<file path="src/lsu_macros.svh">
// load/store unit parameters: widths, cache geometry and request queue depth
`ifndef LSU_MACROS_SVH
`define LSU_MACROS_SVH

// word address and data
`define LSU_ADDR_W 16
`define LSU_DATA_W 32
`define LSU_MASK_W (`LSU_DATA_W / 8)
`define LSU_ID_W 4

// cache geometry
`define LSU_LINE_WORDS 4
`define LSU_SETS 16
`define LSU_WAYS 2
`define LSU_QUEUE_DEPTH 4

// derived widths
`define LSU_OFF_W $clog2(`LSU_LINE_WORDS)
`define LSU_IDX_W $clog2(`LSU_SETS)
`define LSU_WAY_W $clog2(`LSU_WAYS)
`define LSU_TAG_W (`LSU_ADDR_W - `LSU_IDX_W - `LSU_OFF_W)
`define LSU_WIDX_W (`LSU_IDX_W + `LSU_OFF_W)
`define LSU_LINE_W (`LSU_ADDR_W - `LSU_OFF_W)

`endif

</file>
<file path="src/lsuPkg.sv">
// shared types of the load/store unit: requests, results, tag and data writes, memory bus
`include "lsu_macros.svh"

package lsuPkg;

    typedef enum logic {
        opLoad,
        opStore
    } lsuOp_e;

    typedef enum logic [2:0] {
        stInit,
        stIdle,
        stWriteback,
        stFillReq,
        stFill,
        stFlushScan,
        stFlushWb
    } ctrlState_e;

    typedef enum logic [1:0] {
        memNone,
        memFill,
        memWriteback
    } memCmd_e;

    typedef struct packed {
        logic                   valid;
        lsuOp_e                 op;
        logic [`LSU_ID_W-1:0]   id;
        logic [`LSU_ADDR_W-1:0] addr;
        logic [`LSU_DATA_W-1:0] data;
        logic [`LSU_MASK_W-1:0] mask;
    } lsuReq_t;

    typedef struct packed {
        logic                   valid;
        logic [`LSU_ID_W-1:0]   id;
        logic [`LSU_DATA_W-1:0] data;
    } lsuRes_t;

    // line address is {tag, set}
    typedef struct packed {
        memCmd_e                cmd;
        logic [`LSU_LINE_W-1:0] lineAddr;
        logic                   wvalid;
        logic [`LSU_DATA_W-1:0] wdata;
    } memReq_t;

    typedef struct packed {
        logic                   rvalid;
        logic [`LSU_DATA_W-1:0] rdata;
    } memRes_t;

    typedef struct packed {
        logic                  valid;
        logic                  dirty;
        logic [`LSU_TAG_W-1:0] tag;
    } tagEntry_t;

    typedef struct packed {
        tagEntry_t [`LSU_WAYS-1:0] way;
    } tagSet_t;

    typedef struct packed {
        logic                  valid;
        logic [`LSU_IDX_W-1:0] set;
        logic [`LSU_WAY_W-1:0] way;
        tagEntry_t             entry;
    } tagWrite_t;

    // idx is {set, word offset}
    typedef struct packed {
        logic                   valid;
        logic [`LSU_WAY_W-1:0]  way;
        logic [`LSU_WIDX_W-1:0] idx;
        logic [`LSU_DATA_W-1:0] data;
        logic [`LSU_MASK_W-1:0] mask;
    } dataWrite_t;

    typedef struct packed {
        logic                  valid;
        logic [`LSU_IDX_W-1:0] set;
        logic [`LSU_WAY_W-1:0] way;
        logic [`LSU_TAG_W-1:0] newTag;
        logic [`LSU_TAG_W-1:0] victimTag;
        logic                  victimDirty;
    } missReq_t;

endpackage

</file>
<file path="src/cacheTagTable.sv">
// tag, valid and dirty storage per set and way with two read and two write ports
`include "lsu_macros.svh"

module cacheTagTable
    import lsuPkg::*;
(
    input  logic                  clk,
    input  logic                  rst,
    input  logic [`LSU_IDX_W-1:0] rdIdxA,
    output tagSet_t               rdSetA,
    input  logic [`LSU_IDX_W-1:0] rdIdxB,
    output tagSet_t               rdSetB,
    input  tagWrite_t             pipeWr,
    input  tagWrite_t             ctrlWr
);

    tagEntry_t tagMem [`LSU_SETS][`LSU_WAYS];

    // a write in the same cycle wins over the stored entry
    function automatic tagEntry_t readEntry(input logic [`LSU_IDX_W-1:0] idx, input int w);
        tagEntry_t e;
        e = tagMem[idx][w];
        if (pipeWr.valid && pipeWr.set == idx && pipeWr.way == w) begin
            e = pipeWr.entry;
        end
        if (ctrlWr.valid && ctrlWr.set == idx && ctrlWr.way == w) begin
            e = ctrlWr.entry;
        end
        return e;
    endfunction

    always_ff @(posedge clk) begin
        if (pipeWr.valid) begin
            tagMem[pipeWr.set][pipeWr.way] <= pipeWr.entry;
        end
        if (ctrlWr.valid) begin
            tagMem[ctrlWr.set][ctrlWr.way] <= ctrlWr.entry;
        end
        for (int w = 0; w < `LSU_WAYS; w++) begin
            rdSetA.way[w] <= readEntry(rdIdxA, w);
            rdSetB.way[w] <= readEntry(rdIdxB, w);
        end
    end

    // pipeline and controller take turns on the table
    assert property (@(posedge clk) disable iff (rst)
        !(pipeWr.valid && ctrlWr.valid));

endmodule

</file>
<file path="config.mk">
export PLATFORM = sky130hd
export DESIGN_NAME = cacheTagTable
export DESIGN_NICKNAME = d
export VERILOG_FILES = /design/src/lsuPkg.sv /design/src/cacheTagTable.sv
export VERILOG_INCLUDE_DIRS = /design/src
export SDC_FILE = /design/constraint.sdc
export NUM_CORES = 1
export LEC_CHECK = 0
export BUFFER_PORTS_ARGS = -buffer_cell sky130_fd_sc_hd__buf_2
export CORE_MARGIN = 1
export CORE_UTILIZATION = 60
export DETAILED_ROUTE_END_ITERATION = 12
export PLACE_DENSITY = 0.77
export SLEW_MARGIN = 20
export SYNTH_ARGS = -nofsm -noshare
export SYNTH_HDL_FRONTEND = slang
export SYNTH_SLANG_ARGS = --single-unit
</file>
<file path="constraint.sdc">
create_clock -name clk -period 4.3 [get_ports clk]
set_input_delay 0.215 -clock clk [delete_from_list [all_inputs] [get_ports clk]]
set_output_delay 0.215 -clock clk [all_outputs]
set_load 0.02 [all_outputs]
</file>
==> metrics.md <==
| Metric | Value |
|---|---|
| Port bufs | `just over 90` |
| Syn Nets | `~1,400` |
| Worst-case clock buffer depth | `3` |
| Leakage | `8.298 nW` |
| Final setup viols | `0` |
| Biggest register | `tagMem` |
| First DRT Iteration DRCs | `1,906` |
| GRT overflow | `0` |
| Area of the core | `between 0.03 and 0.04 mm2` |
| CP max FO | `34` |
| Crit path cell chain | `buf_12 > mux4_2 > a22oi_1 > nand2_1 > buf_2` |
| Clock Power Share | `roughly two fifths` |
| Die Ht | `~200 um` |
| Vias in the first global route | `around 14,000` |
| Depth of the CTS H-tree | `2` |
| Critical Path RT | `roughly 4.1 ns` |
| Layout cell share with drive strength beyond 1 | `55.85%` |
| Initial Util | `61.42%` |
| IO Pins | `between 90 and 100` |
| Max-cap check violation count | `0` |
| Vias per Instance | `around 7.2` |
| Via count | `roughly 14,000` |
| Pin count of the biggest net entering global routing | `40` |
| Final Cycle Share | `between 70% and 80%` |
| Synthesized instance count | `around 1,400` |
| Critical Path AT | `3.13 ns` |
| Routed wire per std cell | `between 30 and 40 um` |
| Max-slew headroom | `a little over a quarter` |
| Area growth from synthesis to layout | `10.34%` |
| CTS Sinks | `between 300 and 400` |
| Yosys warns | `0` |
| Setup TNS | `0 ns` |
| Period minus WS final | `3.344 ns` |
| Combinational Power Share | `12.1%` |
| Clock transition at path regs | `~0.05 ns` |
| Worst Hold Class | `in2reg` |
| Slowest-stage cell, CP | `dfxtp_4` |
| GR Util All Layers | `33.95%` |
| Fin util | `67.77%` |
| NetSw | `about 2.2 mW` |
| Total power | `~9 mW` |
| Cell Area, Placed | `around 0.024 mm2` |
| Fmax | `approximately 0.30 GHz` |
| Sequential fraction of the synthesis area | `approximately half` |
| Initial antenna violation count | `9` |
| Routed WL | `64,190 um` |
| Status | `finished clean` |
| Critical Path Start Type | `flip-flop` |
| Worst slew pin tran | `approximately 1.1 ns` |
| Critical Path Stages | `5` |
| FP Rows | `70` |
| Remaining DRCs | `0` |
| First-pass GRT wire length | `92,810 um` |
| Final max-slew violation count | `0` |
| Nets | `~1,500` |
| Internal | `approximately 7 mW` |
| TritonCTS Buffers | `44` |
| Hold Path Cell Cnt | `2` |
| Critical path type | `reg2out` |
| Pre-Repair DR Iteration Count | `6` |
| Largest regs | `tagMem (384)` |
| RSZ-0062 raised after global routing | `false` |
| Sw Share | `about 24%` |
| CP max stage delay | `approximately 0.73 ns` |
| CTS tree | `built` |
| CP bufs+invs | `2` |
| Flop pwr share | `between 40% and 50%` |
| Max VDD drop | `272.2 uV` |
| PostCTS Resize Cnt | `0` |
| CTS Root Cell | `clkbuf_16` |
| Post-Syn Area per Cell | `about 16 um2` |
| Pwr dens | `368.1 mW/mm2` |
| GPL Wtd Cong | `0.9016` |
| Largest delay contributor family on the critical path | `flip-flops` |
| Cell Area, Synth | `~0.023 mm2` |
| Die area | `roughly 0.039 mm2` |
| Fin area | `0.02499 mm2` |
| Max FFs per register | `384` |
| Synth cell types | `26` |
| HPWL Detailed | `slightly below 40,000 um` |
| Horiz. Die Dim | `slightly below 200 um` |
| Kind of end point of the critical path | `primary output` |
| Final hold violations | `0` |
| Synthesis-stage register bit count | `approximately 400` |
| Antenna-violating nets left | `0` |
==> routing by layer <==
metal  vias up  wire [um]  GRT usage (%)
met4         6       1848          9.635
met1      7331      24320          49.07
met2       936      29640          51.34
met3       136       8345          8.716
li1       5765          -              -
met5         -         34              0
==> through the flow <==
| step | instances | hold WS, ns | setup WS, ns |
|---|---|---|---|
| floorplan | 1389 | 0.2427 | 2.334 |
| global placement | 1870 | 0.3193 | 1.595 |
| detailed placement | 1870 | 0.3193 | 1.592 |
| CTS | 1956 | 0.2835 | 1.015 |
| global route | 1958 | 0.3105 | 0.8474 |
| finish | 1961 | 0.2918 | 0.9560 |
==> layout make-up <==
class,count,area [um2]
Sequential cell,392,11710
Clock buffer,52,1152
Timing Repair Buffer,160,1054
Multi-Input combinational cell,822,10200
Clock inverter,26,237.7
Fill cell,2507,11880
Antenna cell,5,12.51
Tap cell,504,630.6
==> what timing repair did <==
item	4_1_cts	5_1_grt
endpoints found under the hold margin	8	0
hold buffers	8	0
setup buffers	0	0
==> Yosys cell counts, drive strengths merged <==
cell | number | area share, %
a22oi | 96 | 3.2
and2 | 2 | 0.055
and4bb | 3 | 0.17
buf | 64 | 1.7
clkbuf | 111 | 1.8
dfxtp | 8 | 0.71
edfxtp | 384 | 51
mux2 | 384 | 19
mux4 | 192 | 19
nand2 | 65 | 1.1
nand2b | 7 | 0.29
nand3 | 8 | 0.18
nand4 | 2 | 0.055
nand4b | 3 | 0.12
nor2 | 16 | 0.30
nor2b | 9 | 0.25
nor3 | 1 | 0.044
nor4b | 1 | 0.10
o21ai | 19 | 0.42
o21bai | 1 | 0.033
o22ai | 12 | 0.33
or2 | 1 | 0.028
==> path summary, 6_finish.rpt <==
path,endpoint,from,slack (ns)
hold / removal,flip-flop,rdIdxB[2],0.29
setup / recovery,rdSetB[1],flip-flop,0.96
==> kinds of logic after synthesis <==
family	synth area share, %
AO/OA/AOI/OAI	3.967
flip-flops	51.62
multiplexers	38.19
AND/OR/NAND/NOR	2.663
buffers and inverters	3.558
==> power by group through the flow <==
stage               Combinational, mW  Clock (mW)  Sequential [mW]
finish                           1.11        3.71             4.37
global placement                 1.06           0             4.44
detailed placement               1.08           0             4.45
global route                     1.16        3.86             4.38
CTS                              1.10        3.72             4.37
floorplan                       0.775           0             4.40
==> cell usage in the layout (no fill, tap or decap), types with 3 or more instances in the layout <==
cell type      synthesis  layout
a22oi_1               96      96
and4bb_2               3       3
buf_12                 0       5
buf_2                 41      92
buf_4                 20      55
bufinv_16              0       5
clkbuf_1             111       7
clkbuf_16              0      45
clkinv_1               0      14
clkinv_2               0       7
dfxtp_1                8       4
dfxtp_4                0       4
diode_2                0       5
dlygate4sd3_1          0       8
edfxtp_1             384     384
mux2_2               384     384
mux4_2               192     192
nand2_1               65      65
nand2b_1               4       4
nand2b_4               3       3
nand3_1                8       8
nand4b_1               3       3
nor2_1                15      12
nor2_2                 0       3
nor2b_1                9       5
o21ai_1                0      14
o21ai_2                0       5
o22ai_1               12      12
(Power assumes the default switching activity.)
