## config.mk

```make
export PLATFORM = sky130hd
export DESIGN_NAME = missFlushCtrl
export DESIGN_NICKNAME = d
export VERILOG_FILES = /design/src/lsuPkg.sv /design/src/missFlushCtrl.sv
export VERILOG_INCLUDE_DIRS = /design/src
export SDC_FILE = /design/constraint.sdc
export NUM_CORES = 1
export LEC_CHECK = 0
export ABC_CLOCK_PERIOD_IN_PS = 2760
export BUFFER_PORTS_ARGS = -buffer_cell sky130_fd_sc_hd__buf_2
export CORE_ASPECT_RATIO = 0.5
export CORE_MARGIN = 2
export CORE_UTILIZATION = 39
export CTS_CLUSTER_SIZE = 24
export DETAILED_ROUTE_END_ITERATION = 6
export PLACE_DENSITY = 0.82
export SYNTH_ARGS = -nofsm -noshare
export SYNTH_HDL_FRONTEND = slang
export SYNTH_SLANG_ARGS = --single-unit
```

## constraint.sdc

```tcl
create_clock -name clk -period 2.76 [get_ports clk]
set_input_delay 0.138 -clock clk [delete_from_list [all_inputs] [get_ports clk]]
set_output_delay 0.138 -clock clk [all_outputs]
set_load 0.02 [all_outputs]
```

## src/lsu_macros.svh

```systemverilog
// load/store unit parameters: widths, cache geometry and request queue depth
`ifndef LSU_MACROS_SVH
`define LSU_MACROS_SVH

// word address and data
`define LSU_ADDR_W 16
`define LSU_DATA_W 32
`define LSU_MASK_W (`LSU_DATA_W / 8)
`define LSU_ID_W 4

// cache geometry
`define LSU_LINE_WORDS 4
`define LSU_SETS 16
`define LSU_WAYS 2
`define LSU_QUEUE_DEPTH 4

// derived widths
`define LSU_OFF_W $clog2(`LSU_LINE_WORDS)
`define LSU_IDX_W $clog2(`LSU_SETS)
`define LSU_WAY_W $clog2(`LSU_WAYS)
`define LSU_TAG_W (`LSU_ADDR_W - `LSU_IDX_W - `LSU_OFF_W)
`define LSU_WIDX_W (`LSU_IDX_W + `LSU_OFF_W)
`define LSU_LINE_W (`LSU_ADDR_W - `LSU_OFF_W)

`endif

```

## src/lsuPkg.sv

```systemverilog
// shared types of the load/store unit: requests, results, tag and data writes, memory bus
`include "lsu_macros.svh"

package lsuPkg;

    typedef enum logic {
        opLoad,
        opStore
    } lsuOp_e;

    typedef enum logic [2:0] {
        stInit,
        stIdle,
        stWriteback,
        stFillReq,
        stFill,
        stFlushScan,
        stFlushWb
    } ctrlState_e;

    typedef enum logic [1:0] {
        memNone,
        memFill,
        memWriteback
    } memCmd_e;

    typedef struct packed {
        logic                   valid;
        lsuOp_e                 op;
        logic [`LSU_ID_W-1:0]   id;
        logic [`LSU_ADDR_W-1:0] addr;
        logic [`LSU_DATA_W-1:0] data;
        logic [`LSU_MASK_W-1:0] mask;
    } lsuReq_t;

    typedef struct packed {
        logic                   valid;
        logic [`LSU_ID_W-1:0]   id;
        logic [`LSU_DATA_W-1:0] data;
    } lsuRes_t;

    // line address is {tag, set}
    typedef struct packed {
        memCmd_e                cmd;
        logic [`LSU_LINE_W-1:0] lineAddr;
        logic                   wvalid;
        logic [`LSU_DATA_W-1:0] wdata;
    } memReq_t;

    typedef struct packed {
        logic                   rvalid;
        logic [`LSU_DATA_W-1:0] rdata;
    } memRes_t;

    typedef struct packed {
        logic                  valid;
        logic                  dirty;
        logic [`LSU_TAG_W-1:0] tag;
    } tagEntry_t;

    typedef struct packed {
        tagEntry_t [`LSU_WAYS-1:0] way;
    } tagSet_t;

    typedef struct packed {
        logic                  valid;
        logic [`LSU_IDX_W-1:0] set;
        logic [`LSU_WAY_W-1:0] way;
        tagEntry_t             entry;
    } tagWrite_t;

    // idx is {set, word offset}
    typedef struct packed {
        logic                   valid;
        logic [`LSU_WAY_W-1:0]  way;
        logic [`LSU_WIDX_W-1:0] idx;
        logic [`LSU_DATA_W-1:0] data;
        logic [`LSU_MASK_W-1:0] mask;
    } dataWrite_t;

    typedef struct packed {
        logic                  valid;
        logic [`LSU_IDX_W-1:0] set;
        logic [`LSU_WAY_W-1:0] way;
        logic [`LSU_TAG_W-1:0] newTag;
        logic [`LSU_TAG_W-1:0] victimTag;
        logic                  victimDirty;
    } missReq_t;

endpackage

```

## src/missFlushCtrl.sv

```systemverilog
// miss and flush controller: victim write-back, line fill, reset invalidation and flush scan
`include "lsu_macros.svh"

module missFlushCtrl
    import lsuPkg::*;
(
    input  logic                                  clk,
    input  logic                                  rst,
    input  missReq_t                              miss,
    output logic                                  missDone,
    input  logic                                  flush,
    input  logic                                  pipeIdle,
    output logic                                  hold,
    output logic                                  busy,
    output logic [`LSU_IDX_W-1:0]                 tagRdIdx,
    input  tagSet_t                               tagSet,
    output tagWrite_t                             tagWr,
    output logic [`LSU_WIDX_W-1:0]                dataRdAddr,
    input  logic [`LSU_WAYS-1:0][`LSU_DATA_W-1:0] dataRdData,
    output dataWrite_t                            dataWr,
    output memReq_t                               memReq,
    input  memRes_t                               memRes
);

    ctrlState_e state;
    logic [`LSU_IDX_W+`LSU_WAY_W-1:0] scanIdx;
    logic [`LSU_IDX_W-1:0] scanSet;
    logic [`LSU_WAY_W-1:0] scanWay;
    logic scanRd;
    logic flushPending;
    logic [`LSU_OFF_W:0] wordCnt;
    logic [`LSU_IDX_W-1:0] curSet;
    logic [`LSU_WAY_W-1:0] curWay;
    logic [`LSU_TAG_W-1:0] curTag;
    logic [`LSU_TAG_W-1:0] victimTag;
    tagEntry_t scanEntry;
    logic wbLast;
    logic fillLast;
    logic scanLast;

    assign {scanSet, scanWay} = scanIdx;
    assign scanEntry = tagSet.way[scanWay];
    assign scanLast = &scanIdx;
    // write-back is one command cycle plus one cycle per word
    assign wbLast = (wordCnt == `LSU_LINE_WORDS);
    assign fillLast = (state == stFill) && memRes.rvalid && (wordCnt == `LSU_LINE_WORDS - 1);

    assign hold = flushPending || (state != stIdle);
    assign busy = flush || flushPending || state == stInit ||
                  state == stFlushScan || state == stFlushWb;
    assign tagRdIdx = scanSet;
    assign dataRdAddr = {curSet, wordCnt[`LSU_OFF_W-1:0]};

    always_comb begin
        memReq = '0;
        memReq.cmd = memNone;
        tagWr = '0;
        dataWr = '0;
        case (state)
            stInit: begin
                tagWr = '{valid: 1'b1, set: scanSet, way: scanWay, entry: '0};
            end
            stWriteback, stFlushWb: begin
                memReq.lineAddr = {victimTag, curSet};
                if (wordCnt == '0) begin
                    memReq.cmd = memWriteback;
                end else begin
                    // word read one cycle earlier
                    memReq.wvalid = 1'b1;
                    memReq.wdata = dataRdData[curWay];
                end
                if (state == stFlushWb && wbLast) begin
                    tagWr = '{valid: 1'b1, set: curSet, way: curWay, entry: '0};
                end
            end
            stFillReq: begin
                memReq.cmd = memFill;
                memReq.lineAddr = {curTag, curSet};
            end
            stFill: begin
                if (memRes.rvalid) begin
                    dataWr = '{valid: 1'b1, way: curWay, idx: {curSet, wordCnt[`LSU_OFF_W-1:0]},
                               data: memRes.rdata, mask: '1};
                end
                // new line lands valid and clean with its last word
                if (fillLast) begin
                    tagWr = '{valid: 1'b1, set: curSet, way: curWay,
                              entry: '{valid: 1'b1, dirty: 1'b0, tag: curTag}};
                end
            end
            stFlushScan: begin
                if (scanRd && !(scanEntry.valid && scanEntry.dirty)) begin
                    tagWr = '{valid: 1'b1, set: scanSet, way: scanWay, entry: '0};
                end
            end
            default: begin
            end
        endcase
    end

    always_ff @(posedge clk) begin
        if (rst) begin
            state <= stInit;
            scanIdx <= '0;
            scanRd <= 1'b0;
            flushPending <= 1'b0;
            wordCnt <= '0;
            missDone <= 1'b0;
        end else begin
            missDone <= fillLast;
            if (flush) begin
                flushPending <= 1'b1;
            end
            case (state)
                // invalidate everything, nothing is written back
                stInit: begin
                    scanIdx <= scanIdx + 1'b1;
                    if (scanLast) begin
                        state <= stIdle;
                    end
                end
                stIdle: begin
                    wordCnt <= '0;
                    // miss is still raised during the missDone cycle
                    if (miss.valid && !missDone) begin
                        curSet <= miss.set;
                        curWay <= miss.way;
                        curTag <= miss.newTag;
                        victimTag <= miss.victimTag;
                        state <= miss.victimDirty ? stWriteback : stFillReq;
                    end else if (flushPending && pipeIdle) begin
                        flushPending <= flush;
                        scanIdx <= '0;
                        scanRd <= 1'b0;
                        state <= stFlushScan;
                    end
                end
                stWriteback: begin
                    wordCnt <= wordCnt + 1'b1;
                    if (wbLast) begin
                        wordCnt <= '0;
                        state <= stFillReq;
                    end
                end
                stFillReq: begin
                    state <= stFill;
                end
                stFill: begin
                    if (memRes.rvalid) begin
                        wordCnt <= wordCnt + 1'b1;
                    end
                    if (fillLast) begin
                        state <= stIdle;
                    end
                end
                // one cycle to read the tags, one to decide
                stFlushScan: begin
                    scanRd <= !scanRd;
                    if (scanRd) begin
                        if (scanEntry.valid && scanEntry.dirty) begin
                            curSet <= scanSet;
                            curWay <= scanWay;
                            victimTag <= scanEntry.tag;
                            wordCnt <= '0;
                            state <= stFlushWb;
                        end else begin
                            scanIdx <= scanIdx + 1'b1;
                            if (scanLast) begin
                                state <= stIdle;
                            end
                        end
                    end
                end
                stFlushWb: begin
                    wordCnt <= wordCnt + 1'b1;
                    if (wbLast) begin
                        scanIdx <= scanIdx + 1'b1;
                        state <= scanLast ? stIdle : stFlushScan;
                    end
                end
                default: begin
                    state <= stIdle;
                end
            endcase
        end
    end

    // memory answers only the single outstanding fill
    assert property (@(posedge clk) disable iff (rst)
        memRes.rvalid |-> state == stFill);

endmodule

```

==> parameters.txt <==
Parameter                              Value

Status
  Outcome    finished clean

CTS
  Worst-Skew Late Latency    between 0.2 and 0.3 ns
  Clock Sink Count    39
  Cts repair resizes    0
  Clock transition at the registers of the reported paths    0.06 ns
  Total of hold buffers inserted after clock tree synthesis    0
  TritonCTS clock tree    done
  H-tree level count    2
  Clock buffer depth    2
  CTS buffer count    5
  Root Buffer Master    clkbuf_16
  Setup Buffers After CTS    0

STA
  Crit path time final    ~2.3 ns
  Rel. slew slack    0.5576
  Number of hold-slack violations in the final timing report    0
  RSZ-0062 raised after global routing    false
  Worst clock skew    0.002411 ns
  Setup-violating endpoint count in the final report    0
  Transition time of the tightest slew-check pin    about 0.66 ns
  Share of the clock period used by the worst path after layout    0.8353
  Setup TNS    0 ns
  Highest Clock Rate    between 400 and 500 MHz
  Count of final max-slew check failures    0
  Worst Setup Slack, final    0.4545 ns
  Worst hold margin    roughly 0.03 ns

Placed design
  Routability Congestion    0.9006
  Count of input and output buffers    274
  Pre-CTS setup slack    between 0.7 and 0.8 ns
  Post-DP HPWL    a little over 9 mm
  Area after DPL    0.004622 mm2

Yosys
  Number of flops mapped to enable cells by yosys    25
  Most used flip-flop cell after synthesis    edfxtp_1
  Share of synthesized cell area in full adder, half adder and majority cells    0.01940
  Simple-gate portion of the synthesized area    0.3000
  Syn Std Cell Area    ~0.0032 mm2
  Gate count after technology mapping    between 300 and 400
  Mux cell area share after synthesis    0.1541
  Synth unique cells    between 40 and 50
  Post-synthesis area per instance    around 8.4 um2
  Area fraction in compound gates after synthesis    0.1277
  Post-synthesis sequential area ratio    0.3198
  Yosys reg bits    39
  Net count of the mapped netlist    between 500 and 600
  Dominant combinational cell family by area after synthesis    simple AND/OR/NAND/NOR gates
  Synthesized-area fraction occupied by xor and xnor cells    0
  Ys Warns    0
  Asr flop ratio synth    0

Detailed routing
  Number of DRC violations after detailed-routing iteration 0    roughly 210
  Avg WL per Cell    ~15 um
  Number of nets with antenna violations after routing    0
  Drt first pass iters    5
  Total length of routed wires    11.45 mm
  Count of vias placed by the detailed router    around 3.8k
  Vias per cell    ~5.0
  Detailed-route DRC error count    0

Global route
  Number of global-route vias before repair    3246
  First-pass GRT wire length    approximately 16 mm
  Initial antenna violation count    0
  Aggregate global routing overflow    0
  Pin count of the biggest net entering global routing    44
  Global routing usage summed across all routing layers    0.2294

Worst setup path
  Capturing element type of the critical path    output port
  Startpoint-to-endpoint class of the critical path    flip-flop to output port
  Crit path max fanout    13
  Worst endpoint data arrival time    2.17 ns
  Critical-path cell list    buf_4, and3_1, a21oi_1, nor2_1, a22o_1, buf_2
  Buffering stage count on the worst path with inverters included    2
  CP peak stage delay    0.62 ns
  CP Data Required Time    2.62 ns
  Critical-path top delay cell    dfxtp_1
  Startpoint type of the worst setup path    flip-flop
  Category of cells accounting for the largest share of critical-path delay    flip-flops

Final layout
  Fraction of layout cells with a size suffix above 1    0.4873
  Final cell area excluding filler cells    0.004785 mm2
  Filler Cell Count    approximately 730
  Diode insertion count for antenna repair    0
  Post-route core utilization    0.5981
  Layout overhead on the synthesized area    48.39%
  Number of nets in the layout    789

Die
  Total Die Area    slightly above 0.009 mm2
  Row count    23
  Overall die height    slightly below 70 um
  Horizontal extent of the die    ~130 um
  Starting utilization of the core area    0.4030
  Core ar.    0.008000 mm2
  IO Count    about 280

Pwr
  Leak Pwr    approximately 2.8 nW
  Worst vdd ir    ~0.24 mV
  Cell Pwr Density    between 400 and 500 mW/mm2

Job
  Count of max-cap constraint violations    0

Worst hold path
  Class of the worst hold path    input port to flip-flop
cells in the mapped netlist (3+ instances only):
library cell / number / area (um2)
and3_1: 46 / 287.8
nor2_1: 46 / 172.7
mux2i_1: 44 / 440.4
edfxtp_1: 25 / 750.7
nor2b_1: 21 / 131.4
clkbuf_1: 20 / 75.07
nand2_1: 20 / 75.07
a21oi_1: 19 / 95.09
dfxtp_1: 14 / 280.3
buf_4: 13 / 97.59
and2_1: 12 / 75.07
o21ai_0: 12 / 60.06
inv_1: 8 / 30.03
buf_2: 6 / 30.03
nand2b_1: 6 / 37.54
nand3_1: 6 / 30.03
a22o_1: 5 / 43.79
buf_1: 5 / 18.77
ha_1: 5 / 62.56
mux2_2: 5 / 56.30
nand3b_1: 4 / 30.03
nor3_1: 4 / 20.02
o31ai_1: 4 / 30.03
a32o_1: 3 / 30.03
flip-flops by register name, indices dropped and copies added, names as in the netlist:
name          count
flushPending      1
curSet            4
missDone          1
wordCnt           3
victimTag        10
curWay            1
state             3
curTag           10
scanIdx           5
scanRd            1
metal layers:
metal / global-route usage / up-vias / share of wire / wire length, um
met5: 0 / - / 0 / 0
met4: 0.05511 / 0 / 0.0095 / 109
met3: 0.04148 / 12 / 0.064 / 733
met2: 0.3892 / 162 / 0.48 / 5523
met1: 0.3094 / 1731 / 0.44 / 5085
li1: - / 1845 / - / -
power breakdown:
part	switching (mW)	total [mW]	internal [mW]	leakage, nW
sequential	0.0456	0.694	0.649	0.339
clock	0.224	0.644	0.421	0.0759
combinational	0.352	0.639	0.287	2.34
total	0.622	1.98	1.36	2.75
area by class of cell:
| class | count | area, um2 | share of cell area |
|---|---|---|---|
| flip-flops and latches | 39 | 1031 | 0.2155 |
| clock buffers | 5 | 125.1 | 0.02615 |
| repair buffers | 286 | 1461 | 0.3054 |
| inverters | 8 | 30.03 | 0.006276 |
| well taps | 112 | 140.1 | 0.02929 |
| multi-input cells | 292 | 1959 | 0.4095 |
| clock inverters | 2 | 37.54 | 0.007845 |
cell families (layout without fill, tap and decap cells):
group                      after synthesis  in the layout
muxes                                   49             49
and+or+nand+nor                        177            177
AOI/OAI and AO/OA                       60             60
buffers and inverters                   52            301
DFF                                     39             39
other                                    1              1
adders and majority gates                5              5
path summary, 6_finish.rpt:
check                   from    endpoint  slack, ns  depth (start not counted)
hold reg to reg   wordCnt[2]  wordCnt[2]       0.50                          2
setup / recovery    state[2]   tagWr[13]       0.45                          6
setup reg to reg    state[2]    state[2]       0.68                          6
hold / removal      miss[16]   curTag[5]       0.03                          1
per-stage QoR:
| stage | power (mW) | std cells |
|---|---|---|
| global placement | 1.320 | 737 |
| CTS | 1.984 | 744 |
| global route | 2.075 | 744 |
| floorplan | 1.112 | 383 |
| finish | 1.978 | 744 |
| detailed placement | 1.338 | 737 |
cells in the final DEF, fill, tap and decap left out, types with 3 or more instances in the layout:
master       n
nor2_1      46
mux2i_1     44
nand3_1      6
nand2b_1     6
edfxtp_1    25
o31ai_1      4
buf_4       12
nor3_1       3
dfxtp_1     14
o21ai_0     12
inv_1        8
a22o_1       5
a21oi_1     19
nand2_1     20
ha_1         5
mux2_2       5
and3_1      46
clkbuf_16    5
buf_2      274
a32o_1       3
and2_1      12
nand3b_1     4
nor2b_1     21
No activity file was read; power rests on OpenSTA's default activity.
