<file path="src/lsu_macros.svh">
// load/store unit parameters: widths, cache geometry and request queue depth
`ifndef LSU_MACROS_SVH
`define LSU_MACROS_SVH

// word address and data
`define LSU_ADDR_W 16
`define LSU_DATA_W 32
`define LSU_MASK_W (`LSU_DATA_W / 8)
`define LSU_ID_W 4

// cache geometry
`define LSU_LINE_WORDS 4
`define LSU_SETS 16
`define LSU_WAYS 2
`define LSU_QUEUE_DEPTH 4

// derived widths
`define LSU_OFF_W $clog2(`LSU_LINE_WORDS)
`define LSU_IDX_W $clog2(`LSU_SETS)
`define LSU_WAY_W $clog2(`LSU_WAYS)
`define LSU_TAG_W (`LSU_ADDR_W - `LSU_IDX_W - `LSU_OFF_W)
`define LSU_WIDX_W (`LSU_IDX_W + `LSU_OFF_W)
`define LSU_LINE_W (`LSU_ADDR_W - `LSU_OFF_W)

`endif

</file>
<file path="src/lsuPkg.sv">
// shared types of the load/store unit: requests, results, tag and data writes, memory bus
`include "lsu_macros.svh"

package lsuPkg;

    typedef enum logic {
        opLoad,
        opStore
    } lsuOp_e;

    typedef enum logic [2:0] {
        stInit,
        stIdle,
        stWriteback,
        stFillReq,
        stFill,
        stFlushScan,
        stFlushWb
    } ctrlState_e;

    typedef enum logic [1:0] {
        memNone,
        memFill,
        memWriteback
    } memCmd_e;

    typedef struct packed {
        logic                   valid;
        lsuOp_e                 op;
        logic [`LSU_ID_W-1:0]   id;
        logic [`LSU_ADDR_W-1:0] addr;
        logic [`LSU_DATA_W-1:0] data;
        logic [`LSU_MASK_W-1:0] mask;
    } lsuReq_t;

    typedef struct packed {
        logic                   valid;
        logic [`LSU_ID_W-1:0]   id;
        logic [`LSU_DATA_W-1:0] data;
    } lsuRes_t;

    // line address is {tag, set}
    typedef struct packed {
        memCmd_e                cmd;
        logic [`LSU_LINE_W-1:0] lineAddr;
        logic                   wvalid;
        logic [`LSU_DATA_W-1:0] wdata;
    } memReq_t;

    typedef struct packed {
        logic                   rvalid;
        logic [`LSU_DATA_W-1:0] rdata;
    } memRes_t;

    typedef struct packed {
        logic                  valid;
        logic                  dirty;
        logic [`LSU_TAG_W-1:0] tag;
    } tagEntry_t;

    typedef struct packed {
        tagEntry_t [`LSU_WAYS-1:0] way;
    } tagSet_t;

    typedef struct packed {
        logic                  valid;
        logic [`LSU_IDX_W-1:0] set;
        logic [`LSU_WAY_W-1:0] way;
        tagEntry_t             entry;
    } tagWrite_t;

    // idx is {set, word offset}
    typedef struct packed {
        logic                   valid;
        logic [`LSU_WAY_W-1:0]  way;
        logic [`LSU_WIDX_W-1:0] idx;
        logic [`LSU_DATA_W-1:0] data;
        logic [`LSU_MASK_W-1:0] mask;
    } dataWrite_t;

    typedef struct packed {
        logic                  valid;
        logic [`LSU_IDX_W-1:0] set;
        logic [`LSU_WAY_W-1:0] way;
        logic [`LSU_TAG_W-1:0] newTag;
        logic [`LSU_TAG_W-1:0] victimTag;
        logic                  victimDirty;
    } missReq_t;

endpackage

</file>
<file path="src/reqQueue.sv">
// request FIFO in front of the pipeline, returns one credit per popped entry
`include "lsu_macros.svh"

module reqQueue
    import lsuPkg::*;
(
    input  logic    clk,
    input  logic    rst,
    input  lsuReq_t inReq,
    output logic    credit,
    input  logic    pop,
    output lsuReq_t outReq
);

    localparam int ptrW = $clog2(`LSU_QUEUE_DEPTH);

    lsuReq_t entries [`LSU_QUEUE_DEPTH];
    logic [ptrW-1:0] wrPtr;
    logic [ptrW-1:0] rdPtr;
    logic [ptrW:0] count;
    logic doPop;

    assign doPop = pop && (count != '0);

    always_ff @(posedge clk) begin
        if (inReq.valid) begin
            entries[wrPtr] <= inReq;
        end
    end

    always_ff @(posedge clk) begin
        if (rst) begin
            wrPtr <= '0;
            rdPtr <= '0;
            count <= '0;
            credit <= 1'b0;
        end else begin
            if (inReq.valid) begin
                wrPtr <= wrPtr + 1'b1;
            end
            if (doPop) begin
                rdPtr <= rdPtr + 1'b1;
            end
            count <= count + {{ptrW{1'b0}}, inReq.valid} - {{ptrW{1'b0}}, doPop};
            // credit goes back one cycle after the pop
            credit <= doPop;
        end
    end

    always_comb begin
        outReq = entries[rdPtr];
        outReq.valid = (count != '0);
    end

    // the requester spends credits, so a full queue never sees a push
    assert property (@(posedge clk) disable iff (rst)
        inReq.valid |-> (count != (ptrW + 1)'(`LSU_QUEUE_DEPTH)));

endmodule
</file>
<file path="config.mk">
export PLATFORM = sky130hd
export DESIGN_NAME = reqQueue
export DESIGN_NICKNAME = d
export VERILOG_FILES = /design/src/lsuPkg.sv /design/src/reqQueue.sv
export VERILOG_INCLUDE_DIRS = /design/src
export SDC_FILE = /design/constraint.sdc
export NUM_CORES = 1
export LEC_CHECK = 0
export BUFFER_PORTS_ARGS = -buffer_cell sky130_fd_sc_hd__buf_2
export CORE_MARGIN = 5
export CORE_UTILIZATION = 60
export CTS_BUF_LIST = sky130_fd_sc_hd__clkbuf_8
export CTS_CLUSTER_SIZE = 25
export DETAILED_ROUTE_END_ITERATION = 6
export PLACE_DENSITY = 0.83
export SLEW_MARGIN = 10
export SYNTH_ARGS = -nofsm -noshare
export SYNTH_HDL_FRONTEND = slang
export SYNTH_SLANG_ARGS = --single-unit
export TNS_END_PERCENT = 100
</file>
<file path="constraint.sdc">
create_clock -name clk -period 3.7 [get_ports clk]
set_input_delay 0 -clock clk [delete_from_list [all_inputs] [get_ports clk]]
set_output_delay 0 -clock clk [all_outputs]
set_load 0.01 [all_outputs]
</file>
==> results of run 1 <==
-- cell families after synthesis --
kind of cell               count (synthesis)  synth area share
adders and majority gates                  7            0.0109
DFF                                      238             0.809
buffers and inverters                     19            0.0131
AOI/OAI and AO/OA                          2           0.00201
muxes                                     61             0.152
and+or+nand+nor                           15           0.00933
xor gates and xnor gates                   2           0.00373
-- worst paths after layout --
check / depth (start not counted) / to / slack [ns] / startpoint
hold / removal: 2 / entries[0][8]$_DFFE_PP_ / 0.25 / inReq[8]
hold reg to reg: 2 / wrPtr[1]$_SDFFE_PP0P_ / 0.57 / wrPtr[1]$_SDFFE_PP0P_
setup reg to reg: 3 / entries[3][33]$_DFFE_PP_ / 1.71 / wrPtr[0]$_SDFFE_PP0P_
setup / recovery: 3 / outReq[52] / 1.21 / register
-- state kept, by name, summed over array words and instances, names as in the netlist, named ones only --
register	cells
entries	228
credit	1
wrPtr	2
rdPtr	2
count	3
-- synth_stat cells --
master,count
edfxtp_1,228
mux4_2,57
dfxtp_1,10
ha_1,6
inv_1,6
nor2_1,5
nor2b_1,5
and2_1,4
buf_2,4
buf_6,4
clkbuf_1,3
mux2_2,3
buf_4,2
fa_1,1
mux2i_1,1
o311ai_0,1
o31a_1,1
or3_1,1
xnor2_1,1
xor3_1,1
-- cells in the final DEF (no fill, tap or decap), drive strengths merged --
cell	n
o311ai	1
edfxtp	228
inv	22
xor3	1
dlygate4sd3	61
dfxtp	10
xnor2	1
o31a	1
nor2	5
fa	1
mux2	3
or3	1
mux2i	1
and2	4
clkbuf	38
buf	129
mux4	57
ha	6
nor2b	5
clkinv	10
-- worst max-delay path: cells and delay by family, from the launching register on --
family	cells	cell delay (ns)
mux	1	0.38
buf+inv	2	0.60
flops	1	1.00
-- what timing repair did --
item                                   in CTS  in global routing
endpoints found under the hold margin     238                  0
hold buffers                               61                  0
setup buffers                               0                  0
gates resized for setup                     0                  0
-- layer usage --
metal,global-route usage,share of wire,vias to the layer above,wire length (um)
met3,0.0585,0.073,18,1140
met4,0.0496,0.011,0,175
met2,0.327,0.52,156,8090
li1,-,-,1896,-
met5,0,0,-,0
met1,0.255,0.40,2124,6280
-- stage by stage --
stage	std cells	power, W	setup slack, ns
finish	769	0.00625	1.21
global route	769	0.00656	1.05
CTS	768	0.00630	1.05
detailed placement	643	0.00439	1.60
global placement	643	0.00435	1.60
floorplan	344	0.00401	1.39
-- area by class of cell --
class	instances	share of cell area
clock buffer	38	0.0485
clock inverter	26	0.00962
inverter	6	0.00209
multi-input combinational	87	0.144
sequential	238	0.653
tap	184	0.0213
timing repair buffer	190	0.121
-- report_power, final --
part	switching (W)	internal (W)
clock	0.000912	0.000949
sequential	0.000112	0.00311
combinational	0.000527	0.000634
==> impl_metrics.env, run 1 <==
export IMPL_outcome="finished, final reports clean"
export IMPL_synthTopCellsByArea="edfxtp_1 (79%), mux4_2 (15%), dfxtp_1 (2.3%)"
export IMPL_row_count=44
export IMPL_powerDensity_nw_per_um2=579
export IMPL_synth_seq_cells=238
export IMPL_cts_max_level=2
export IMPL_regArea_sq_um=7050
export IMPL_start_util=0.606
export IMPL_critPathKind="reg -> out"
export IMPL_tritoncts="done"
export IMPL_slowest_stage="dfxtp_2"
export IMPL_first_pass_iters=4
export IMPL_cts_root_buf="clkbuf_8"
export IMPL_port_buffers=119
export IMPL_ys_types=20
export IMPL_fillCellCount=795
export IMPL_yosys_area_top_type="edfxtp_1"
export IMPL_remaining_drc_errors=0
export IMPL_hold_violations=0
export IMPL_vias=4194
export IMPL_clk_latency_ns=0.50
export IMPL_antenna_found_initial=0
export IMPL_crit_chain="buf_4, mux4_2, buf_2"
export IMPL_stdcell_area_sq_um=10800
export IMPL_cp_end_kind="output pin"
export IMPL_vdd_drop_max_mv=0.394
export IMPL_p_leak_nw=3.80
export IMPL_finalSetupViolCount=0
export IMPL_routedWlPerCell_um=20.4
export IMPL_crit_fanout=39
export IMPL_area_delta_synth_final_pct=23.8
export IMPL_worst_slew_pin_transition_ns=1.02
export IMPL_detailed_place_hpwl_mm=8.97
export IMPL_critPathMaxStageDelay_ns=1.00
export IMPL_die_w_um=131
export IMPL_drive_above_1_share=0.407
export IMPL_worstPathArrival_ns=2.49
export IMPL_gp_congestion=0.731
export IMPL_grt_first_pass_wirelength_mm=24.7
export IMPL_period_minus_slack_ns=2.49
export IMPL_coreArea_sq_um=14400
export IMPL_timing_hold_ws_ns=0.250
export IMPL_finish_utilization=0.751
export IMPL_cts_sinks=238
export IMPL_antenna_cells=0
export IMPL_seq_area_frac_synth=0.809
export IMPL_die_area_sq_um=17000
export IMPL_grt_max_degree=58
export IMPL_placed_cell_area_sq_um=9530
export IMPL_required_ns=3.70
export IMPL_skew_ns=0.0131
export IMPL_syn_instance_count=344
export IMPL_first_iter_violations=234
export IMPL_synth_area_sq_um=8710
export IMPL_syn_avg_cell_area_sq_um=25.3
export IMPL_grt_usage=0.195
export IMPL_clock_fmax_mhz=402
export IMPL_synth_nets=412
export IMPL_yosys_area_top_type_share=0.786
export IMPL_multi_input_area_sq_um=1560
export IMPL_routed_wl_mm=15.7
export IMPL_ios=120
export IMPL_fp_dieH_um=131
export IMPL_nNetsFinal=627
export IMPL_cap_violations=0
export IMPL_ant_nets=0
export IMPL_overflow=0
export IMPL_fin_tns_setup_ns=0
export IMPL_slew_violations=0
export IMPL_yosysWarnings=0
export IMPL_clockBufferDepth=3
export IMPL_grt_pass1_vias=4586
export IMPL_grt_setup_unrepaired="no"
export IMPL_viasPerCell=5.45
export IMPL_min_period_over_period=0.673
export IMPL_startpoint_type="register"
export IMPL_cts_made_buffers=36
export IMPL_min_path_type="in -> reg"
export IMPL_max_slew_margin=0.320
export IMPL_clk_pin_slew_ns=0.06
Power figures use the tool's default switching activity.
==> inputs of run 2 (changes only) <==
--- a/config.mk
+++ b/config.mk
@@ -8,11 +8,11 @@
 export LEC_CHECK = 0
 export BUFFER_PORTS_ARGS = -buffer_cell sky130_fd_sc_hd__buf_2
 export CORE_MARGIN = 5
-export CORE_UTILIZATION = 60
+export CORE_UTILIZATION = 53
 export CTS_BUF_LIST = sky130_fd_sc_hd__clkbuf_8
 export CTS_CLUSTER_SIZE = 25
 export DETAILED_ROUTE_END_ITERATION = 6
-export PLACE_DENSITY = 0.83
+export PLACE_DENSITY = 0.77
 export SLEW_MARGIN = 10
 export SYNTH_ARGS = -nofsm -noshare
 export SYNTH_HDL_FRONTEND = slang
==> constraint.sdc (replaced) <==
create_clock -name clk -period 2.16 [get_ports clk]
set_input_delay 0 -clock clk [delete_from_list [all_inputs] [get_ports clk]]
set_output_delay 0 -clock clk [all_outputs]
set_load 0.01 [all_outputs]
==> impl_metrics.env, run 2 (synthesis results as in run 1) <==
export IMPL_cts_root_buf="clkbuf_8"
export IMPL_reg2reg_depth=6
export IMPL_clock_fmax_mhz=488
export IMPL_vias=4202
export IMPL_slowest_stage="dlygate4sd3_1"
export IMPL_start_util=0.545
export IMPL_worstPathArrival_ns=2.44
export IMPL_hold_violations=0
export IMPL_slew_violations=0
export IMPL_die_area_sq_um=19100
export IMPL_nNetsFinal=631
export IMPL_vdd_drop_max_mv=0.790
export IMPL_grt_setup_unrepaired="no"
export IMPL_first_iter_violations=186
export IMPL_crit_path_end="count[0]$_SDFF_PP0_"
export IMPL_wl_met3_um=913
export IMPL_placed_cell_area_sq_um=9610
export IMPL_viasPerCell=5.21
export IMPL_grt_first_pass_wirelength_mm=25.4
export IMPL_grt_max_degree=58
export IMPL_worstSetupPathDepth=6
export IMPL_min_path_type="in -> reg"
export IMPL_required_ns=2.55
export IMPL_die_w_um=138
export IMPL_port_buffers=119
export IMPL_highest_layer="met4"
export IMPL_ff2ff_setup_slack_ns=0.11
export IMPL_powerDensity_nw_per_um2=991
export IMPL_cts_made_buffers=38
export IMPL_wl_met1_mm=6.28
export IMPL_ios=120
export IMPL_overflow=0
export IMPL_fp_dieH_um=138
export IMPL_rr_endpoint="count[0]$_SDFF_PP0_"
export IMPL_coreArea_sq_um=16000
export IMPL_skew_ns=0.0179
export IMPL_ant_nets=0
export IMPL_timing_hold_ws_ns=0.244
export IMPL_tritoncts="done"
export IMPL_detailed_place_hpwl_mm=8.82
export IMPL_grt_pass1_vias=4817
export IMPL_startpoint="count[2]$_SDFF_PP0_"
export IMPL_finalSetupViolCount=0
export IMPL_critPathMaxStageDelay_ns=0.55
export IMPL_path_delay_family="buffers and inverters"
export IMPL_antenna_found_initial=0
export IMPL_critPathKind="reg -> reg"
export IMPL_area_delta_synth_final_pct=24.8
export IMPL_regMostFlops="entries"
export IMPL_cap_violations=0
export IMPL_fin_tns_setup_ns=0
export IMPL_stdcell_area_sq_um=10900
export IMPL_setup_ws_ns=0.110
export IMPL_gp_congestion=0.714
export IMPL_min_period_over_period=0.949
export IMPL_row_count=46
export IMPL_remaining_drc_errors=0
export IMPL_grt_usage=0.169
export IMPL_routedWlPerCell_um=19.5
export IMPL_largest_reg_flops=228
export IMPL_clockBufferDepth=3
export IMPL_period_minus_slack_ns=2.05
export IMPL_clk_latency_ns=0.50
export IMPL_r2r_start="count[2]$_SDFF_PP0_"
export IMPL_routed_wl_mm=15.7
export IMPL_clk_pin_slew_ns=0.06
export IMPL_p_leak_nw=3.81
export IMPL_worst_slew_pin_transition_ns=0.568
export IMPL_antenna_cells=0
export IMPL_timing_critical_path_mode_cell="ha_1"
export IMPL_crit_fanout=4
export IMPL_max_slew_margin=0.622
export IMPL_first_pass_iters=4
export IMPL_startpoint_type="register"
export IMPL_holdPathStages=2
export IMPL_reg_top3="entries x228, count x3"
export IMPL_cts_max_level=2
export IMPL_dr_wl_met2_mm=8.27
export IMPL_crit_buf_inv=2
export IMPL_drive_above_1_share=0.405
export IMPL_crit_chain="o31a_1, ha_1, inv_1, ha_1, nor2b_1, dlygate4sd3_1"
export IMPL_cts_sinks=238
export IMPL_final_common_cell="edfxtp_1"
export IMPL_pre_cts_ws_ns=0.216
export IMPL_cp_end_kind="register"
export IMPL_outcome="finished, final reports clean"
export IMPL_fillCellCount=1050
export IMPL_final_cell_mix="edfxtp_1 (228), buf_2 (119), dlygate4sd3_1 (61)"
## run 2: changes by cell type in the layout (fill, tap and decap cells not counted), sizes merged
cell      change
buf           +2
clkbuf        +1
clkinvlp      +1
inv           +1
## run 2: cell type report
cell class / instances / area [sq um] / share of cell area
Sequential cell: 238 / 7050 / 0.648
Multi-Input combinational cell: 87 / 1560 / 0.143
Timing Repair Buffer: 192 / 1330 / 0.122
Clock buffer: 39 / 537 / 0.0493
Tap cell: 216 / 270 / 0.0248
Clock inverter: 28 / 111 / 0.0102
Inverter: 6 / 22.5 / 0.00207
## run 2: timing repair
action | CTS | global route
buffers inserted | 0 | 1
setup endpoints to repair | 0 | 4
endpoints found under the hold margin | 238 | 0
hold buffers | 61 | 0
gates resized for setup | 0 | 1
## run 2: where the power goes
part           switching, W  internal [W]
Combinational       0.00102       0.00111
Clock               0.00157       0.00167
Sequential        0.0000860       0.00533
## run 2: metrics by stage
| stage | total power, W | cells | util |
|---|---|---|---|
| floorplan | 0.00687 | 344 | - |
| global placement | 0.00749 | 677 | 0.600 |
| detailed placement | 0.00755 | 677 | 0.600 |
| CTS | 0.0109 | 805 | 0.679 |
| global route | 0.0113 | 806 | 0.680 |
| finish | 0.0108 | 806 | 0.680 |
## run 2: routing by layer
| metal | vias to the layer above | track usage |
|---|---|---|
| met4 | 0 | 0.0442 |
| met1 | 2146 | 0.212 |
| met5 | - | 0 |
| li1 | 1899 | - |
| met3 | 22 | 0.0448 |
| met2 | 135 | 0.293 |
## run 2: how the worst min path moves through the flow
stage               startpoint                       end  slack [ns]
global placement     inReq[15]  entries[1][15]$_DFFE_PP_        0.21
floorplan             inReq[0]   entries[0][0]$_DFFE_PP_         0.1
global route         inReq[19]  entries[2][19]$_DFFE_PP_        0.21
CTS                   inReq[3]   entries[0][3]$_DFFE_PP_        0.20
finish               inReq[28]  entries[2][28]$_DFFE_PP_        0.24
detailed placement   inReq[15]  entries[2][15]$_DFFE_PP_        0.22
==> inputs of run 3 (changes only) <==
--- a/config.mk
+++ b/config.mk
@@ -7,6 +7,7 @@
 export NUM_CORES = 1
 export LEC_CHECK = 0
 export BUFFER_PORTS_ARGS = -buffer_cell sky130_fd_sc_hd__buf_2
+export CORE_ASPECT_RATIO = 1.75
 export CORE_MARGIN = 5
 export CORE_UTILIZATION = 53
 export CTS_BUF_LIST = sky130_fd_sc_hd__clkbuf_8
==> impl_metrics.env, run 3 (synthesis results as in run 1) <==
export IMPL_outcome="finished, final reports clean"
export IMPL_fin_tns_setup_ns=0
export IMPL_slew_violations=0
export IMPL_final_cell_mix="edfxtp_1 (228), buf_2 (119), dlygate4sd3_1 (60)"
export IMPL_cts_sinks=238
export IMPL_cts_made_buffers=34
export IMPL_coreArea_sq_um=16300
export IMPL_ios=120
export IMPL_overflow=0
export IMPL_clockBufferDepth=3
export IMPL_largest_reg_flops=228
export IMPL_routed_wl_mm=16.3
export IMPL_grt_setup_unrepaired="no"
export IMPL_first_iter_violations=170
export IMPL_clock_fmax_mhz=509
export IMPL_p_leak_nw=3.77
export IMPL_clk_latency_ns=0.48
export IMPL_powerDensity_nw_per_um2=980
export IMPL_min_path_type="in -> reg"
export IMPL_worstPathArrival_ns=2.32
export IMPL_critPathKind="reg -> reg"
export IMPL_port_buffers=119
export IMPL_ff2ff_setup_slack_ns=0.20
export IMPL_total_power_w=0.0106
export IMPL_required_ns=2.52
export IMPL_p_int_w=0.00795
export IMPL_area_delta_synth_final_pct=23.9
export IMPL_min_from="inReq[0]"
export IMPL_p_sw_w=0.00264
export IMPL_regMostFlops="entries"
export IMPL_die_area_sq_um=19200
export IMPL_r2r_start="count[1]$_SDFF_PP0_"
export IMPL_cts_setup_buffers=0
export IMPL_clk_pin_slew_ns=0.06
export IMPL_skew_ns=0.00937
export IMPL_min_period_over_period=0.909
export IMPL_antenna_found_initial=0
export IMPL_ant_nets=0
export IMPL_timing_hold_ws_ns=0.269
export IMPL_grt_pass1_vias=4869
export IMPL_placed_cell_area_sq_um=9600
export IMPL_vdd_drop_max_mv=0.758
export IMPL_routedWlPerCell_um=21.0
export IMPL_power_frac_seq=0.512
export IMPL_row_count=62
export IMPL_pwr_share_comb=0.201
export IMPL_antenna_cells=0
export IMPL_nNetsFinal=627
export IMPL_grt_max_degree=37
export IMPL_startpoint_type="register"
export IMPL_final_common_cell="edfxtp_1"
export IMPL_worst_slew_pin_transition_ns=0.497
export IMPL_holdPathStages=2
export IMPL_tritoncts="done"
export IMPL_max_slew_margin=0.668
export IMPL_fillCellCount=1086
export IMPL_start_util=0.535
export IMPL_fp_dieH_um=180
export IMPL_p_sw_frac=0.249
export IMPL_gp_congestion=0.698
export IMPL_detailed_place_hpwl_mm=9.83
export IMPL_grt_usage=0.174
export IMPL_die_w_um=107
export IMPL_clkPwrFrac=0.287
export IMPL_finalSetupViolCount=0
export IMPL_cts_root_buf="clkbuf_8"
export IMPL_cap_violations=0
export IMPL_vias=4232
export IMPL_first_pass_iters=4
export IMPL_stdcell_area_sq_um=10800
export IMPL_grt_first_pass_wirelength_mm=25.6
export IMPL_cts_max_level=2
export IMPL_rr_endpoint="count[2]$_SDFF_PP0_"
export IMPL_multi_input_area_sq_um=1560
export IMPL_remaining_drc_errors=0
export IMPL_drive_above_1_share=0.409
export IMPL_min_to="entries[3][0]$_DFFE_PP_"
export IMPL_hold_violations=0
export IMPL_startpoint="count[1]$_SDFF_PP0_"
export IMPL_regArea_sq_um=7050
export IMPL_period_minus_slack_ns=1.96
export IMPL_reg2reg_depth=7
export IMPL_viasPerCell=5.45
export IMPL_reg_top3="entries x228, count x3"
export IMPL_cp_end_kind="register"
export IMPL_crit_fanout=5
run 3: changes by cell type in the layout (fill, tap and decap cells not counted), sizes merged:
cell and delta:
buf +1, clkbuf -4, inv -7, dlygate4sd3 -1
clkinv +5
run 3: final cells by class:
class | instances | area share
Inverter | 6 | 0.00209
Timing Repair Buffer | 192 | 0.123
Tap cell | 192 | 0.0222
Sequential cell | 238 | 0.653
Clock inverter | 26 | 0.0103
Multi-Input combinational cell | 87 | 0.144
Clock buffer | 35 | 0.0446
run 3: per-stage QoR:
stage / instances / worst slack (ns) / util
final: 776 / 0.196 / 0.663
after global routing: 776 / 0.0666 / 0.663
after CTS: 776 / 0.180 / 0.663
after detailed placement: 655 / 0.229 / 0.590
after global placement: 655 / 0.296 / 0.590
after floorplan: 344 / 0.322 / -
run 3: worst max-delay path by stage:
stage | end | slack [ns] | cells past startpoint
floorplan | count[2]$_SDFF_PP0_ | 0.32 | 7
global placement | count[2]$_SDFF_PP0_ | 0.30 | 7
detailed placement | count[2]$_SDFF_PP0_ | 0.23 | 7
CTS | count[2]$_SDFF_PP0_ | 0.18 | 7
global route | count[2]$_SDFF_PP0_ | 0.07 | 7
finish | count[2]$_SDFF_PP0_ | 0.20 | 7
run 3: worst max-delay path, stage by stage (launching register included):
cell and delay, ns:
dfxtp_1 0.35, o31a_1 0.37, ha_1 0.29, inv_1 0.04, ha_1 0.18, fa_1 0.37
xor3_1 0.20, nor2_1 0.04
run 3: timing repair:
action | CTS | global route
hold buffers | 60 | 0
gates resized for setup | 0 | 0
setup endpoints to repair | 0 | 0
hold endpoints to repair | 236 | 0
run 3: power by group through the flow:
stage / sequential [W] / clock (W) / combinational (W)
after floorplan: 0.00548 / 0 / 0.00138
after global placement: 0.00549 / 0 / 0.00205
after detailed placement: 0.00552 / 0 / 0.00208
after CTS: 0.00542 / 0.00313 / 0.00218
after global routing: 0.00544 / 0.00337 / 0.00230
final: 0.00542 / 0.00304 / 0.00212
run 3: per-layer routing:
metal  vias up  global-route usage  share of wire
li1       1888                   -              -
met2       150               0.338           0.59
met5         -                   0              0
met3        33              0.0316          0.052
met4         0              0.0676          0.026
met1      2161               0.180           0.33
